**src/include/isa_fields.svh**
```systemverilog
`ifndef ISA_FIELDS_SVH
`define ISA_FIELDS_SVH

`default_nettype none

// instruction field ranges
`define opcode_bits 6:0
`define rd_bits     11:7
`define funct3_bits 14:12
`define rs1_bits    19:15
`define rs2_bits    24:20
`define funct7_bits 31:25

// immediate assembly, all sign-extended from bit 31
`define I_IMM(i) {{20{i[31]}}, i[31:20]}
`define S_IMM(i) {{20{i[31]}}, i[31:25], i[11:7]}
`define B_IMM(i) {{19{i[31]}}, i[31], i[7], i[30:25], i[11:8], 1'b0}
`define U_IMM(i) {i[31:12], 12'b0}
`define J_IMM(i) {{11{i[31]}}, i[31], i[19:12], i[20], i[30:21], 1'b0}

`default_nettype wire

`endif

```
**src/rtl/rv_isa_pkg.sv**
```systemverilog
`default_nettype none

package rv_isa_pkg;

    typedef logic [31:0] instr_t;
    typedef logic [6:0]  opcode_t;
    typedef logic [2:0]  funct3_t;
    typedef logic [6:0]  funct7_t;
    typedef logic [4:0]  arf_id_t;
    typedef logic [31:0] imm_t;

    // memory access size, same encoding as funct3[1:0]
    typedef enum logic [1:0] {
        BYTE     = 2'b00,
        HALFWORD = 2'b01,
        WORD     = 2'b10,
        ERROR    = 2'b11
    } req_width_t;

    // major opcodes
    localparam opcode_t OP_OPCODE     = 7'b0110011; // register-register alu
    localparam opcode_t OP_IMM_OPCODE = 7'b0010011; // register-immediate alu
    localparam opcode_t LD_OPCODE     = 7'b0000011;
    localparam opcode_t ST_OPCODE     = 7'b0100011;
    localparam opcode_t BR_OPCODE     = 7'b1100011;
    localparam opcode_t JALR_OPCODE   = 7'b1100111;
    localparam opcode_t JAL_OPCODE    = 7'b1101111;
    localparam opcode_t LUI_OPCODE    = 7'b0110111;
    localparam opcode_t AUIPC_OPCODE  = 7'b0010111;

    // minor functions that need funct7[5] to tell apart
    localparam funct3_t SUB_FUNCT3  = 3'b000; // add / sub
    localparam funct3_t SRA_FUNCT3  = 3'b101; // srl / sra
    localparam funct3_t SRAI_FUNCT3 = 3'b101; // srli / srai

endpackage : rv_isa_pkg

`default_nettype wire

```
**src/rtl/uop_pkg.sv**
```systemverilog
`default_nettype none

package uop_pkg;

    import rv_isa_pkg::*;

    localparam int SEQ_BITS          = 6;
    localparam int INSTR_QUEUE_DEPTH = 4;
    localparam int ISSUE_QUEUE_DEPTH = 4;

    typedef logic [SEQ_BITS-1:0] seq_tag_t; // program-order tag, wraps

    typedef struct packed {
        seq_tag_t   seq;
        logic       rs1_valid;   // valid means the operand exists
        logic       rs2_valid;
        logic       rd_valid;
        arf_id_t    rs1;
        arf_id_t    rs2;
        arf_id_t    rd;
        funct3_t    funct3;
        imm_t       imm;
        logic       is_r_type;
        logic       is_i_type;
        logic       is_s_type;
        logic       is_b_type;
        logic       is_u_type;   // lui and auipc
        logic       is_j_type;   // jal only
        logic       is_sub;
        logic       is_sra_srai;
        logic       is_lui;
        logic       is_jalr;
        logic       is_ls_instr;
        req_width_t ls_width;
        logic       ld_sign;
    } decoded_uop_t;

endpackage : uop_pkg

`default_nettype wire

```
**src/rtl/decode.sv**
```systemverilog
`timescale 1ns/1ps
`include "isa_fields.svh"
`default_nettype none

module decode
    import rv_isa_pkg::*;
    import uop_pkg::*;
(
    input  instr_t       instr,
    output decoded_uop_t uop    // seq stays zero here, dispatch fills it
);

    opcode_t opcode;
    funct3_t funct3;
    funct7_t funct7;
    logic    is_r;
    logic    is_i;
    logic    is_s;
    logic    is_b;
    logic    is_u;
    logic    is_j;

    assign opcode = instr[`opcode_bits];
    assign funct3 = instr[`funct3_bits];
    assign funct7 = instr[`funct7_bits];

    assign is_r = (opcode == OP_OPCODE);
    assign is_i = (opcode == OP_IMM_OPCODE) || (opcode == LD_OPCODE) ||
                  (opcode == JALR_OPCODE);
    assign is_s = (opcode == ST_OPCODE);
    assign is_b = (opcode == BR_OPCODE);
    assign is_u = (opcode == LUI_OPCODE) || (opcode == AUIPC_OPCODE);
    assign is_j = (opcode == JAL_OPCODE);

    always_comb begin
        uop = '0;

        uop.is_r_type = is_r;
        uop.is_i_type = is_i;
        uop.is_s_type = is_s;
        uop.is_b_type = is_b;
        uop.is_u_type = is_u;
        uop.is_j_type = is_j;

        uop.rs1_valid = is_r || is_i || is_s || is_b;
        uop.rs2_valid = is_r || is_s || is_b;
        uop.rd_valid  = is_r || is_i || is_u || is_j;
        uop.rs1       = instr[`rs1_bits];
        uop.rs2       = instr[`rs2_bits];
        uop.rd        = instr[`rd_bits];
        uop.funct3    = funct3;

        if (is_i)      uop.imm = `I_IMM(instr);
        else if (is_s) uop.imm = `S_IMM(instr);
        else if (is_b) uop.imm = `B_IMM(instr);
        else if (is_u) uop.imm = `U_IMM(instr);
        else if (is_j) uop.imm = `J_IMM(instr);
        else           uop.imm = '0;    // r-type and unknown opcodes

        uop.is_sub      = is_r && (funct3 == SUB_FUNCT3) && funct7[5];
        uop.is_sra_srai = (is_r && (funct3 == SRA_FUNCT3) && funct7[5]) ||
                          ((opcode == OP_IMM_OPCODE) && (funct3 == SRAI_FUNCT3) && funct7[5]);
        uop.is_lui      = (opcode == LUI_OPCODE);
        uop.is_jalr     = (opcode == JALR_OPCODE);
        uop.is_ls_instr = (opcode == LD_OPCODE) || (opcode == ST_OPCODE);

        case (funct3[1:0])
            2'b00:   uop.ls_width = BYTE;
            2'b01:   uop.ls_width = HALFWORD;
            2'b10:   uop.ls_width = WORD;
            default: uop.ls_width = ERROR;
        endcase
        uop.ld_sign = funct3[2];    // set means lbu/lhu, i.e. zero extend
    end

endmodule : decode

`default_nettype wire

```
**src/rtl/sync_queue.sv**
```systemverilog
`timescale 1ns/1ps
`default_nettype none

module sync_queue #(
    parameter type payload_t = logic [31:0],
    parameter int  DEPTH     = 4
) (
    input  logic     clk,
    input  logic     rst_n,
    input  payload_t in_data,
    input  logic     in_valid,
    output logic     in_ready,
    output payload_t out_data,
    output logic     out_valid,
    input  logic     out_ready
);

    localparam int PTR_BITS = (DEPTH > 1) ? $clog2(DEPTH) : 1;

    payload_t            mem [DEPTH];
    logic [PTR_BITS-1:0] wr_ptr;
    logic [PTR_BITS-1:0] rd_ptr;
    logic [PTR_BITS:0]   count;
    logic                full;
    logic                push;
    logic                pop;

    assign full      = (count == (PTR_BITS+1)'(DEPTH));
    assign out_valid = (count != '0);
    assign in_ready  = !full || out_ready;  // a pop frees the slot for this push
    assign push      = in_valid && in_ready;
    assign pop       = out_valid && out_ready;
    assign out_data  = mem[rd_ptr];         // registered storage, no bypass

    always_ff @(posedge clk) begin
        if (push) mem[wr_ptr] <= in_data;
    end

    always_ff @(posedge clk) begin
        if (!rst_n) begin
            wr_ptr <= '0;
            rd_ptr <= '0;
            count  <= '0;
        end else begin
            if (push) wr_ptr <= (wr_ptr == PTR_BITS'(DEPTH - 1)) ? '0 : wr_ptr + 1'b1;
            if (pop)  rd_ptr <= (rd_ptr == PTR_BITS'(DEPTH - 1)) ? '0 : rd_ptr + 1'b1;
            case ({push, pop})
                2'b10:   count <= count + 1'b1;
                2'b01:   count <= count - 1'b1;
                default: count <= count;
            endcase
        end
    end

endmodule : sync_queue

`default_nettype wire

```
**src/rtl/dispatch_router.sv**
```systemverilog
`timescale 1ns/1ps
`default_nettype none

module dispatch_router
    import uop_pkg::*;
(
    input  logic         clk,
    input  logic         rst_n,
    input  decoded_uop_t uop,
    input  logic         uop_valid,
    output logic         uop_ready,
    output decoded_uop_t int_uop,
    output decoded_uop_t ls_uop,
    output logic         int_valid,
    output logic         ls_valid,
    input  logic         int_ready,
    input  logic         ls_ready
);

    seq_tag_t     seq_q;        // tag for the next micro-op in program order
    decoded_uop_t tagged_uop;
    logic         to_ls;
    logic         accept;

    always_comb begin
        tagged_uop     = uop;
        tagged_uop.seq = seq_q;
    end

    assign to_ls = uop.is_ls_instr;

    // both queues see the same payload, only one valid is raised
    assign int_uop   = tagged_uop;
    assign ls_uop    = tagged_uop;
    assign int_valid = uop_valid && !to_ls;
    assign ls_valid  = uop_valid && to_ls;

    assign uop_ready = to_ls ? ls_ready : int_ready;   // head waits on its own queue
    assign accept    = uop_valid && uop_ready;

    always_ff @(posedge clk) begin
        if (!rst_n) begin
            seq_q <= '0;
        end else if (accept) begin
            seq_q <= seq_q + seq_tag_t'(1);    // wraps at 2^SEQ_BITS
        end
    end

endmodule : dispatch_router

`default_nettype wire

```
**src/rtl/decode_frontend.sv**
```systemverilog
`timescale 1ns/1ps
`default_nettype none

module decode_frontend
    import rv_isa_pkg::*;
    import uop_pkg::*;
(
    input  logic         clk,
    input  logic         rst_n,
    input  instr_t       instr,
    input  logic         instr_valid,
    output logic         instr_ready,
    output decoded_uop_t int_uop,
    output logic         int_valid,
    input  logic         int_ready,
    output decoded_uop_t ls_uop,
    output logic         ls_valid,
    input  logic         ls_ready
);

    instr_t       head_instr;      // oldest buffered instruction
    logic         head_valid;
    logic         head_pop;
    decoded_uop_t dec_uop;
    decoded_uop_t int_push_uop;
    decoded_uop_t ls_push_uop;
    logic         int_push_valid;
    logic         int_push_ready;
    logic         ls_push_valid;
    logic         ls_push_ready;

    sync_queue #(
        .payload_t (instr_t),
        .DEPTH     (INSTR_QUEUE_DEPTH)
    ) instr_queue (
        .clk       (clk),
        .rst_n     (rst_n),
        .in_data   (instr),
        .in_valid  (instr_valid),
        .in_ready  (instr_ready),
        .out_data  (head_instr),
        .out_valid (head_valid),
        .out_ready (head_pop)
    );

    decode decoder (
        .instr (head_instr),
        .uop   (dec_uop)
    );

    dispatch_router router (
        .clk       (clk),
        .rst_n     (rst_n),
        .uop       (dec_uop),
        .uop_valid (head_valid),
        .uop_ready (head_pop),
        .int_uop   (int_push_uop),
        .ls_uop    (ls_push_uop),
        .int_valid (int_push_valid),
        .ls_valid  (ls_push_valid),
        .int_ready (int_push_ready),
        .ls_ready  (ls_push_ready)
    );

    sync_queue #(
        .payload_t (decoded_uop_t),
        .DEPTH     (ISSUE_QUEUE_DEPTH)
    ) int_queue (
        .clk       (clk),
        .rst_n     (rst_n),
        .in_data   (int_push_uop),
        .in_valid  (int_push_valid),
        .in_ready  (int_push_ready),
        .out_data  (int_uop),
        .out_valid (int_valid),
        .out_ready (int_ready)
    );

    sync_queue #(
        .payload_t (decoded_uop_t),
        .DEPTH     (ISSUE_QUEUE_DEPTH)
    ) ls_queue (
        .clk       (clk),
        .rst_n     (rst_n),
        .in_data   (ls_push_uop),
        .in_valid  (ls_push_valid),
        .in_ready  (ls_push_ready),
        .out_data  (ls_uop),
        .out_valid (ls_valid),
        .out_ready (ls_ready)
    );

endmodule : decode_frontend

`default_nettype wire

```
**config.mk**
```make
export PLATFORM = sky130hd
export DESIGN_NAME = decode_frontend
export DESIGN_NICKNAME = d
export VERILOG_FILES = /design/src/rtl/rv_isa_pkg.sv /design/src/rtl/uop_pkg.sv /design/src/rtl/decode.sv /design/src/rtl/sync_queue.sv /design/src/rtl/dispatch_router.sv /design/src/rtl/decode_frontend.sv
export VERILOG_INCLUDE_DIRS = /design/src /design/src/include
export SDC_FILE = /design/constraint.sdc
export NUM_CORES = 1
export LEC_CHECK = 0
export ABC_AREA = 1
export CAP_MARGIN = 10
export CORE_MARGIN = 1
export CORE_UTILIZATION = 40
export DETAILED_ROUTE_END_ITERATION = 10
export DONT_BUFFER_PORTS = 1
export PLACE_DENSITY_LB_ADDON = 0.15
export SYNTH_ARGS = -nofsm -noshare
export SYNTH_HDL_FRONTEND = slang
export SYNTH_SLANG_ARGS = --single-unit
```
**constraint.sdc**
```tcl
create_clock -name clk -period 6.3 [get_ports clk]
set_input_delay 1.26 -clock clk [delete_from_list [all_inputs] [get_ports clk]]
set_output_delay 1.26 -clock clk [all_outputs]
set_load 0.01 [all_outputs]
```
; After elaboration in Yosys (flattened, before gate mapping)
; Memory sizes are Yosys's and may differ from the RTL's. A register that Yosys moved wholly into a read port is not among the register bits.
; Index checks and enable logic that the tools add are counted.
[word_totals]
register_bits = 27
latchBits = 0
output_inout_bits = 149
mem_bits_ro = 0
ramBits = 712
input_bits = 37
word_cells = 122
mem_count = 3
[memory_table]
columns = memory, depth, width, read_ports, rd_clocked_by_memory_dff, wr, line
row1 = int_queue.mem, 4, 73, 1, 1, 1, sync_queue.sv:20  ; payload_t mem [DEPTH];
row2 = ls_queue.mem, 4, 73, 1, 1, 1, sync_queue.sv:20
row3 = instr_queue.mem, 4, 32, 1, 1, 1, sync_queue.sv:20
[classes]
n_bitwise = 0
n_reduce_logical = 41
mul = 0
n_eq_ne = 27
n_div = 0
addsub = 13
mux = 28
n_lt_le_gt_ge = 0
n_shift = 0
[op_table]
columns = op, n
row1 = $mux W32, 5
row2 = $mux W2, 12
row3 = $eq A7 B6 Y1 const B, 3
row4 = $eq A7 B7 Y1 const B, 3
row5 = $eq A2 B2 Y1 const B, 10
row6 = $pmux W3 S2, 3
row7 = $logic_or A1 B1 Y1, 15
row8 = $eq A7 B5 Y1 const B, 2
row9 = $logic_and A1 B1 Y1, 14
row10 = $add A2 B1 Y2 const B, 6
row11 = $eq A3 B3 Y1 const B, 4
row12 = $add A3 B1 Y3 const B, 3
row13 = $reduce_bool A3 Y1, 3
row14 = $sub A3 B1 Y3 const B, 3
row15 = $eq A2 B1 Y1 const B, 4
row16 = $eq A7 B2 Y1 const B, 1
row17 = $mux W1, 7
row18 = $add A6 B1 Y6 const B, 1
row19 = $pmux W2 S3, 1
row20 = $reduce_bool A2 Y1, 3
row21 = $logic_not A1 Y1, 4
row22 = $logic_not A3 Y1, 1
row23 = $logic_not A2 Y1, 1

; Longest topological paths before layout
; Gate-level depths: netlist of run 1.
[depth]
word_depth = 8
ltp_mapped = 21
ltp_nobuf = 19

; Hierarchy
; From an unflattened synthesis of run 1, not the netlist that was laid out.
[unflattened]
hier_cells = 2344
area_unflattened_um2 = 30369.1
[by_module_without_submodules]
columns = mod, cells_each, instances, seq_area_each_um2, area_per_inst_um2
row1 = sync_queue (int_queue ...), 774, 2, 8948.6, 11313.4
row2 = sync_queue (instr_queue), 377, 1, 4023.9, 5257.5
row3 = dispatch_router, 194, 1, 120.1, 1395.1
row4 = decode, 225, 1, 0.0, 1089.8

; Least setup slack after synthesis of run 1
; OpenSTA, ideal clock, no wires.
[synth_path]
path_type = input-to-reg
from = in int_ready
to = mem int_queue.mem[0][10] (netlist name), enable pin
n_path_buf = 0
slack_ps = 1169
cell_stages = 4
setup_time_ps = 503
required_time_ps = 5797
t_arrival_ps = 4628
path_cell_list = nor2_1 -> nand2_1 -> nand4_4 -> nor2_1
[synth_via]
elab_chain_cells = 4
[synth_rtl]
columns = item, line
row1 = start: declaration, decode_frontend.sv:15  ; input logic int_ready,
row2 = $logic_or A1 B1 Y1, sync_queue.sv:30  ; assign in_ready = !full || out_ready;
row3 = $logic_and A1 B1 Y1, sync_queue.sv:31  ; assign push = in_valid && in_ready;
row4 = $mux W1, sync_queue.sv:36  ; if (push) mem[wr_ptr] <= in_data;
row5 = $mux W1 (implied by the code), sync_queue.sv:36
row6 = end: declaration, sync_queue.sv:20
; Every way passes these cells.

==> results of run 1 <==
-- cell type report --
cell class	count	area (um2)
fillers	6252	38100
flip-flops and latches	737	21800
multi-input cells	1143	5830
clock buffers	101	2100
well taps	940	1180
repair buffers	49	405
clock inverters	41	364
inverters	69	270
-- cell families after synthesis --
group                      share of synthesized area (%)
DFF                                                 77.0
AOI/OAI and AO/OA                                   11.5
and+or+nand+nor                                     7.58
buffers and inverters                               2.72
adders and majority gates                           1.05
xor gates and xnor gates                           0.124
-- sequential cells by signal, summed over array words and instances (netlist names), 3 cells and up, named ones only --
register and count:
ls_queue.mem 288, ls_queue.count 3, int_queue.count 3, instr_queue.count 3
router.seq_q 6, instr_queue.mem 128, int_queue.mem 288
-- where the power goes --
part / leakage, nW / internal (mW) / switching [mW]
clock: 1.21 / 2.57 / 1.86
combinational: 2.69 / 0.821 / 3.18
sequential: 6.87 / 6.56 / 0.188
total: 10.8 / 9.95 / 5.23
-- stage by stage --
step | cell area, um2 | cells | hold slack [ns] | util (%)
after floorplan | 28300 | 2071 | 0.444 | -
after global placement | 29500 | 2938 | 0.460 | 42.1
after detailed placement | 29500 | 2938 | 0.475 | 42.1
after CTS | 32000 | 3080 | 0.486 | 45.6
after global routing | 32000 | 3080 | 0.508 | 45.6
final | 32000 | 3080 | 0.482 | 45.6
-- cell usage after synthesis --
master,number
o211a_1,2
nand3_4,1
buf_2,11
a21boi_1,4
or2_1,1
inv_6,1
a21oi_1,40
clkinv_1,4
o21ai_1,12
buf_4,3
nor3_1,2
o22ai_1,162
nor4_1,1
fa_1,3
edfxtp_1,704
nand3_2,3
a32o_1,4
nand4_1,2
xor2_1,3
dfxtp_1,33
xnor2_1,1
buf_1,3
nor2_1,363
nand2_2,8
nand2_1,114
nand3_1,21
nor2_2,3
ha_1,19
inv_1,61
nand4_4,1
inv_2,3
a32oi_1,4
nand2_4,5
clkbuf_1,102
nor2_4,2
o211ai_4,1
o21ai_0,350
o21bai_1,10
buf_6,3
a32oi_2,1
-- cells in the final DEF (no fill, tap or decap), drive strengths merged, types with 4 or more instances in the layout --
cell type	instances
clkinv	31
a21boi	4
inv	71
a32o	4
edfxtp	704
o21ai	362
nand2	127
nand3	25
o22ai	162
bufinv	5
o21bai	10
a32oi	5
buf	49
nor2	368
dfxtp	33
a21oi	40
clkbuf	101
ha	19
-- worst paths after layout --
kind              slack (ns)                              end  cells after the start                            start
setup / recovery        2.08                        ls_uop[0]                      4                         register
hold / removal          0.48  int_queue.count[0]$_SDFFE_PN0P_                      1  int_queue.count[0]$_SDFFE_PN0P_
setup reg to reg        2.41    ls_queue.mem[3][43]$_DFFE_PP_                     11                         register
hold reg to reg         0.48  int_queue.count[0]$_SDFFE_PN0P_                      1  int_queue.count[0]$_SDFFE_PN0P_
-- routing by layer --
layer | global-route usage, % | up-vias | wire, um
met5 | 0 | - | 0
met4 | 6.50 | 0 | 1710
met3 | 5.59 | 100 | 5980
met2 | 33.7 | 494 | 36000
met1 | 27.7 | 8430 | 31800
li1 | - | 7674 | -
==> out/metrics.yaml, run 1 <==
hold_viol_final: 0
hp-class: "reg2reg"
first_pass_iters: 7
synth_area_per_cell_um2: 13.7
syn-num-nets: 2130
worst_ep_required_time_ns: 5.04
cts_sinks: 737
grt_max_degree: 80
leakagePower_nw: 10.8
total_power_mw: 15.2
insertedDiodeCount: 0
postCtsSetupBuffers: 0
vias: 16698
yosys.area.top_type: "edfxtp_1"
period_minus_slack_ns: 4.22
gp_congestion: 0.772
synth_cell_types: 40
peakVddDrop_uv: 266
ctsHoldBuffers: 0
rsz0062_at_grt: "no"
die_area_um2: 71900
min_period_over_period_pct: 67.1
root_buffer: "clkbuf_16"
port_buffers: 0
setup_violations: 0
hpwl_mm: 46.0
wl_mm: 75.6
ant_nets: 0
io_pins: 186
drive_above_1_share_pct: 9.95
critPathCaptureType: "output port"
ys_ff_latch: 737
arrival_ns: 2.96
overflow: 0
critPathLaunchType: "register"
worst_pin_slew_ns: 1.15
cts-buffers-inserted: 79
rows: 97
synth-seq-area-share_pct: 77.0
slew_violations: 0
cts_resized: 0
clock_latency_ns: 0.63
skew_ns: 0.0318
tritoncts: "done"
drv_cap: 0
yosysWarnings: 0
cp_max_fo: 74
clockBufferDepth: 3
h-tree-depth: 3
status: "completed"
max-slew-margin-rel_pct: 23.4
clk_pin_slew_ns: 0.06
synth_top_area_share_pct: 74.7
synth_area_um2: 28300
start_util_pct: 40.4
drt_iter0_drc: 1472
coreArea_um2: 70000
critPathSlowestCell: "inv_4"
syn_inst: 2071
die_w_um: 268
powerDensity_nw_per_um2: 475
first_global_vias: 15771
critPathKind: "reg2out"
grt_first_pass_wirelength_mm: 109
setup_tns_ns: 0
netlist_top_cells_area: "edfxtp_1 75%, o21ai_0 6.2%, nor2_1 4.8%"
routedWlPerCell_um: 24.5
path_buf_inv: 2
fmax_ghz: 0.237
worst_slack_ns: 2.08
syn_to_final_growth_pct: 12.9
detail_route.vias_per_cell: 5.42
nets: 2138
worstPathCellList: "inv_4 -> buf_4 -> o21ai_0 -> o22ai_1"
post-place-ws_ns: 2.34
drc_errors: 0
crit_family: "buffers and inverters"
die_h_um: 268
groute.usage.overall_pct: 20.9
max_stage_delay_ns: 0.62
grt_antenna_before_repair: 1
Power figures use the tool's default switching activity.
==> run 2, diff against run 1 <==
ABC_AREA = 0   (was 1)
clock period = 3.9 ns   (was 6.3 ns; I/O delays follow)
==> out/metrics.yaml, run 2 <==
r2r_end: "instr_queue.count[2]$_SDFFE_PN0P_"
critPathSlowestCell: "mux4_2"
peakVddDrop_uv: 435
syn-num-nets: 1285
path_buf_inv: 0
skew_ns: 0.0197
overflow: 0
status: "completed"
postSynth.asyncResetShare_pct: 0
cts_resized: 0
hold_depth: 0
setup_tns_ns: 0
multi_input_comb_area_um2: 5680
period_minus_slack_ns: 3.56
powerDensity_nw_per_um2: 697
min_to: "instr_queue.mem[1][18]$_DFFE_PP_"
cts-buffers-inserted: 79
seqCellArea_um2: 21800
first_global_vias: 12702
synth_area_um2: 27800
final_common_cell: "edfxtp_1"
final_cell_mix: "704 x edfxtp_1, 177 x mux4_2, 82 x clkbuf_16"
root_buffer: "clkbuf_16"
coreArea_um2: 68600
crit_family: "simple AND/OR/NAND/NOR gates"
tritoncts: "done"
arrival_ns: 2.78
drc_errors: 0
synth_area_per_cell_um2: 22.6
worst_slack_ns: 0.343
synth-seq-area-share_pct: 78.5
nFillCells: 5632
wl_mm: 63.9
drt_iter0_drc: 1030
reg2regPathDepth: 11
fin_util_pct: 46.2
h-tree-depth: 3
yosysWarnings: 0
slew_violations: 0
postCtsSetupBuffers: 0
gp_congestion: 0.722
cp_max_fo: 9
grt_max_degree: 57
synth_ff_type: "edfxtp_1"
drive_above_1_share_pct: 25.8
clock_latency_ns: 0.61
grt-busiest-layer: "met2"
grt_antenna_before_repair: 0
fmax_ghz: 0.281
first_pass_iters: 5
hp-start: "instr[18]"
grt_first_pass_wirelength_mm: 92.7
nets: 1356
rsz0062_at_grt: "no"
setup_violations: 0
use_met1_pct: 25.3
synth_edf_count: 704
syn_to_final_growth_pct: 14.3
critPathKind: "reg2out"
max-slew-margin-rel_pct: 31.0
syn_inst: 1226
r2r_slack_ns: 0.47
die_w_um: 265
clk_pin_slew_ns: 0.06
met2_usage_pct: 29.7
hold_viol_final: 0
netlist_top_cells_area: "edfxtp_1 76%, mux4_2 14%, dfxtp_1 2.4%"
start_util_pct: 40.5
reg.largest.list: "int_queue.mem: 288 flops, ls_queue.mem: 288 flops, instr_queue.mem: 128 flops"
groute.usage.overall_pct: 18.5
hpwl_mm: 39.2
worst_pin_slew_ns: 1.03
ant_nets: 0
yosysMostFrequentCell: "edfxtp_1"
min_period_over_period_pct: 91.2
path_depth: 4
port_buffers: 0
worst_ep_required_time_ns: 3.12
synth_commonest_cells: "704 x edfxtp_1, 177 x mux4_2, 33 x dfxtp_1"
ctsHoldBuffers: 0
detail_route.vias_per_cell: 5.36
synth_top_area_share_pct: 76.2
critPathLaunchType: "register"
critPathCaptureType: "output port"
drv_cap: 0
die_area_um2: 70500
io_pins: 186
routedWlPerCell_um: 27.9
leakagePower_nw: 10.2
worstPathCellList: "mux4_2 -> or2_4 -> nor4_2 -> o21bai_1"
yosys.area.top_type: "edfxtp_1"
vias: 12274
rows: 96
ys_ff_latch: 737
post-place-ws_ns: 0.221
synth_cell_types: 52
clockBufferDepth: 3
cts_sinks: 737
max_stage_delay_ns: 0.64
hp-class: "in2reg"
die_h_um: 265
met3_usage_pct: 4.86
[run 2: cell types whose count changed in the layout (fill, tap and decap cells not counted), sizes merged, moves of 9 or more]
cell   previous run  this run
nand3            25         2
o22ai           162         0
inv              71        25
and2              0        18
nor2            368        20
mux2i             0        11
or3               0         9
o21ai           362        10
a21oi            40        17
nand2           127        28
a21o              0        21
mux4              0       177
[run 2: area by class of cell]
class                           count  area share, %
Inverter                           24          0.284
Clock buffer                      105           6.81
Tap cell                          931           3.67
Sequential cell                   737           68.8
Clock inverter                     38           1.22
Timing Repair Buffer               42           1.31
Antenna cell                        1        0.00789
Multi-Input combinational cell    413           17.9
[run 2: per-layer routing]
layer / routed length, um / vias to the layer above / share of wire, %
met3: 4100 / 63 / 6.4
met4: 905 / 0 / 1.4
met1: 27600 / 6655 / 43
li1: - / 5266 / -
met5: 0 / - / 0
met2: 31300 / 290 / 49
[run 2: logic make-up (layout without fill, tap and decap cells)]
family | Yosys count | after routing | share of synthesized area, %
buf+inv | 76 | 209 | 1.14
compound gates | 67 | 67 | 1.65
xor+xnor | 6 | 6 | 0.189
flops | 737 | 737 | 78.5
mux | 190 | 190 | 14.8
simple gates | 128 | 128 | 2.57
fa+ha+maj | 22 | 22 | 1.07
other cells | 0 | 1 | 0
[run 2: worst reg2reg max path, stage by stage, from the launching register on]
cell	delay (ns)
dfxtp_2	0.48
mux4_2	0.64
nor2_2	0.27
nand3_1	0.28
a211oi_2	0.53
inv_1	0.09
ha_1	0.23
inv_1	0.07
fa_1	0.17
xor2_1	0.07
or3_1	0.31
a21oi_1	0.18
[run 2: report_power, final]
group	total, mW	switching [mW]	internal [mW]
combinational	4.33	2.89	1.44
sequential	10.4	0.320	10.1
clock	7.37	2.96	4.41
total	22.1	6.16	15.9
[run 2: worst max-delay path by stage]
stage	startpoint	endpoint	slack, ns
final	register	instr_ready	0.34
after global routing	register	instr_queue.count[2]$_SDFFE_PN0P_	0.15
after CTS	register	instr_ready	0.29
after detailed placement	ls_ready	instr_queue.count[2]$_SDFFE_PN0P_	0.22
after global placement	ls_ready	instr_queue.count[2]$_SDFFE_PN0P_	0.29
after floorplan	register	int_queue.mem[0][10]$_DFFE_PP_	0.27
[run 2: through the flow]
step,instances,area [um2],power (mW),hold WS [ns]
2_1_floorplan,1226,27800,13.4,0.454
6_report,2291,31700,22.1,0.265
4_1_cts,2290,31700,22.5,0.219
5_1_grt,2290,31700,23.0,0.229
3_3_place_gp,2147,29200,15.0,0.460
3_5_place_dp,2147,29200,15.1,0.482
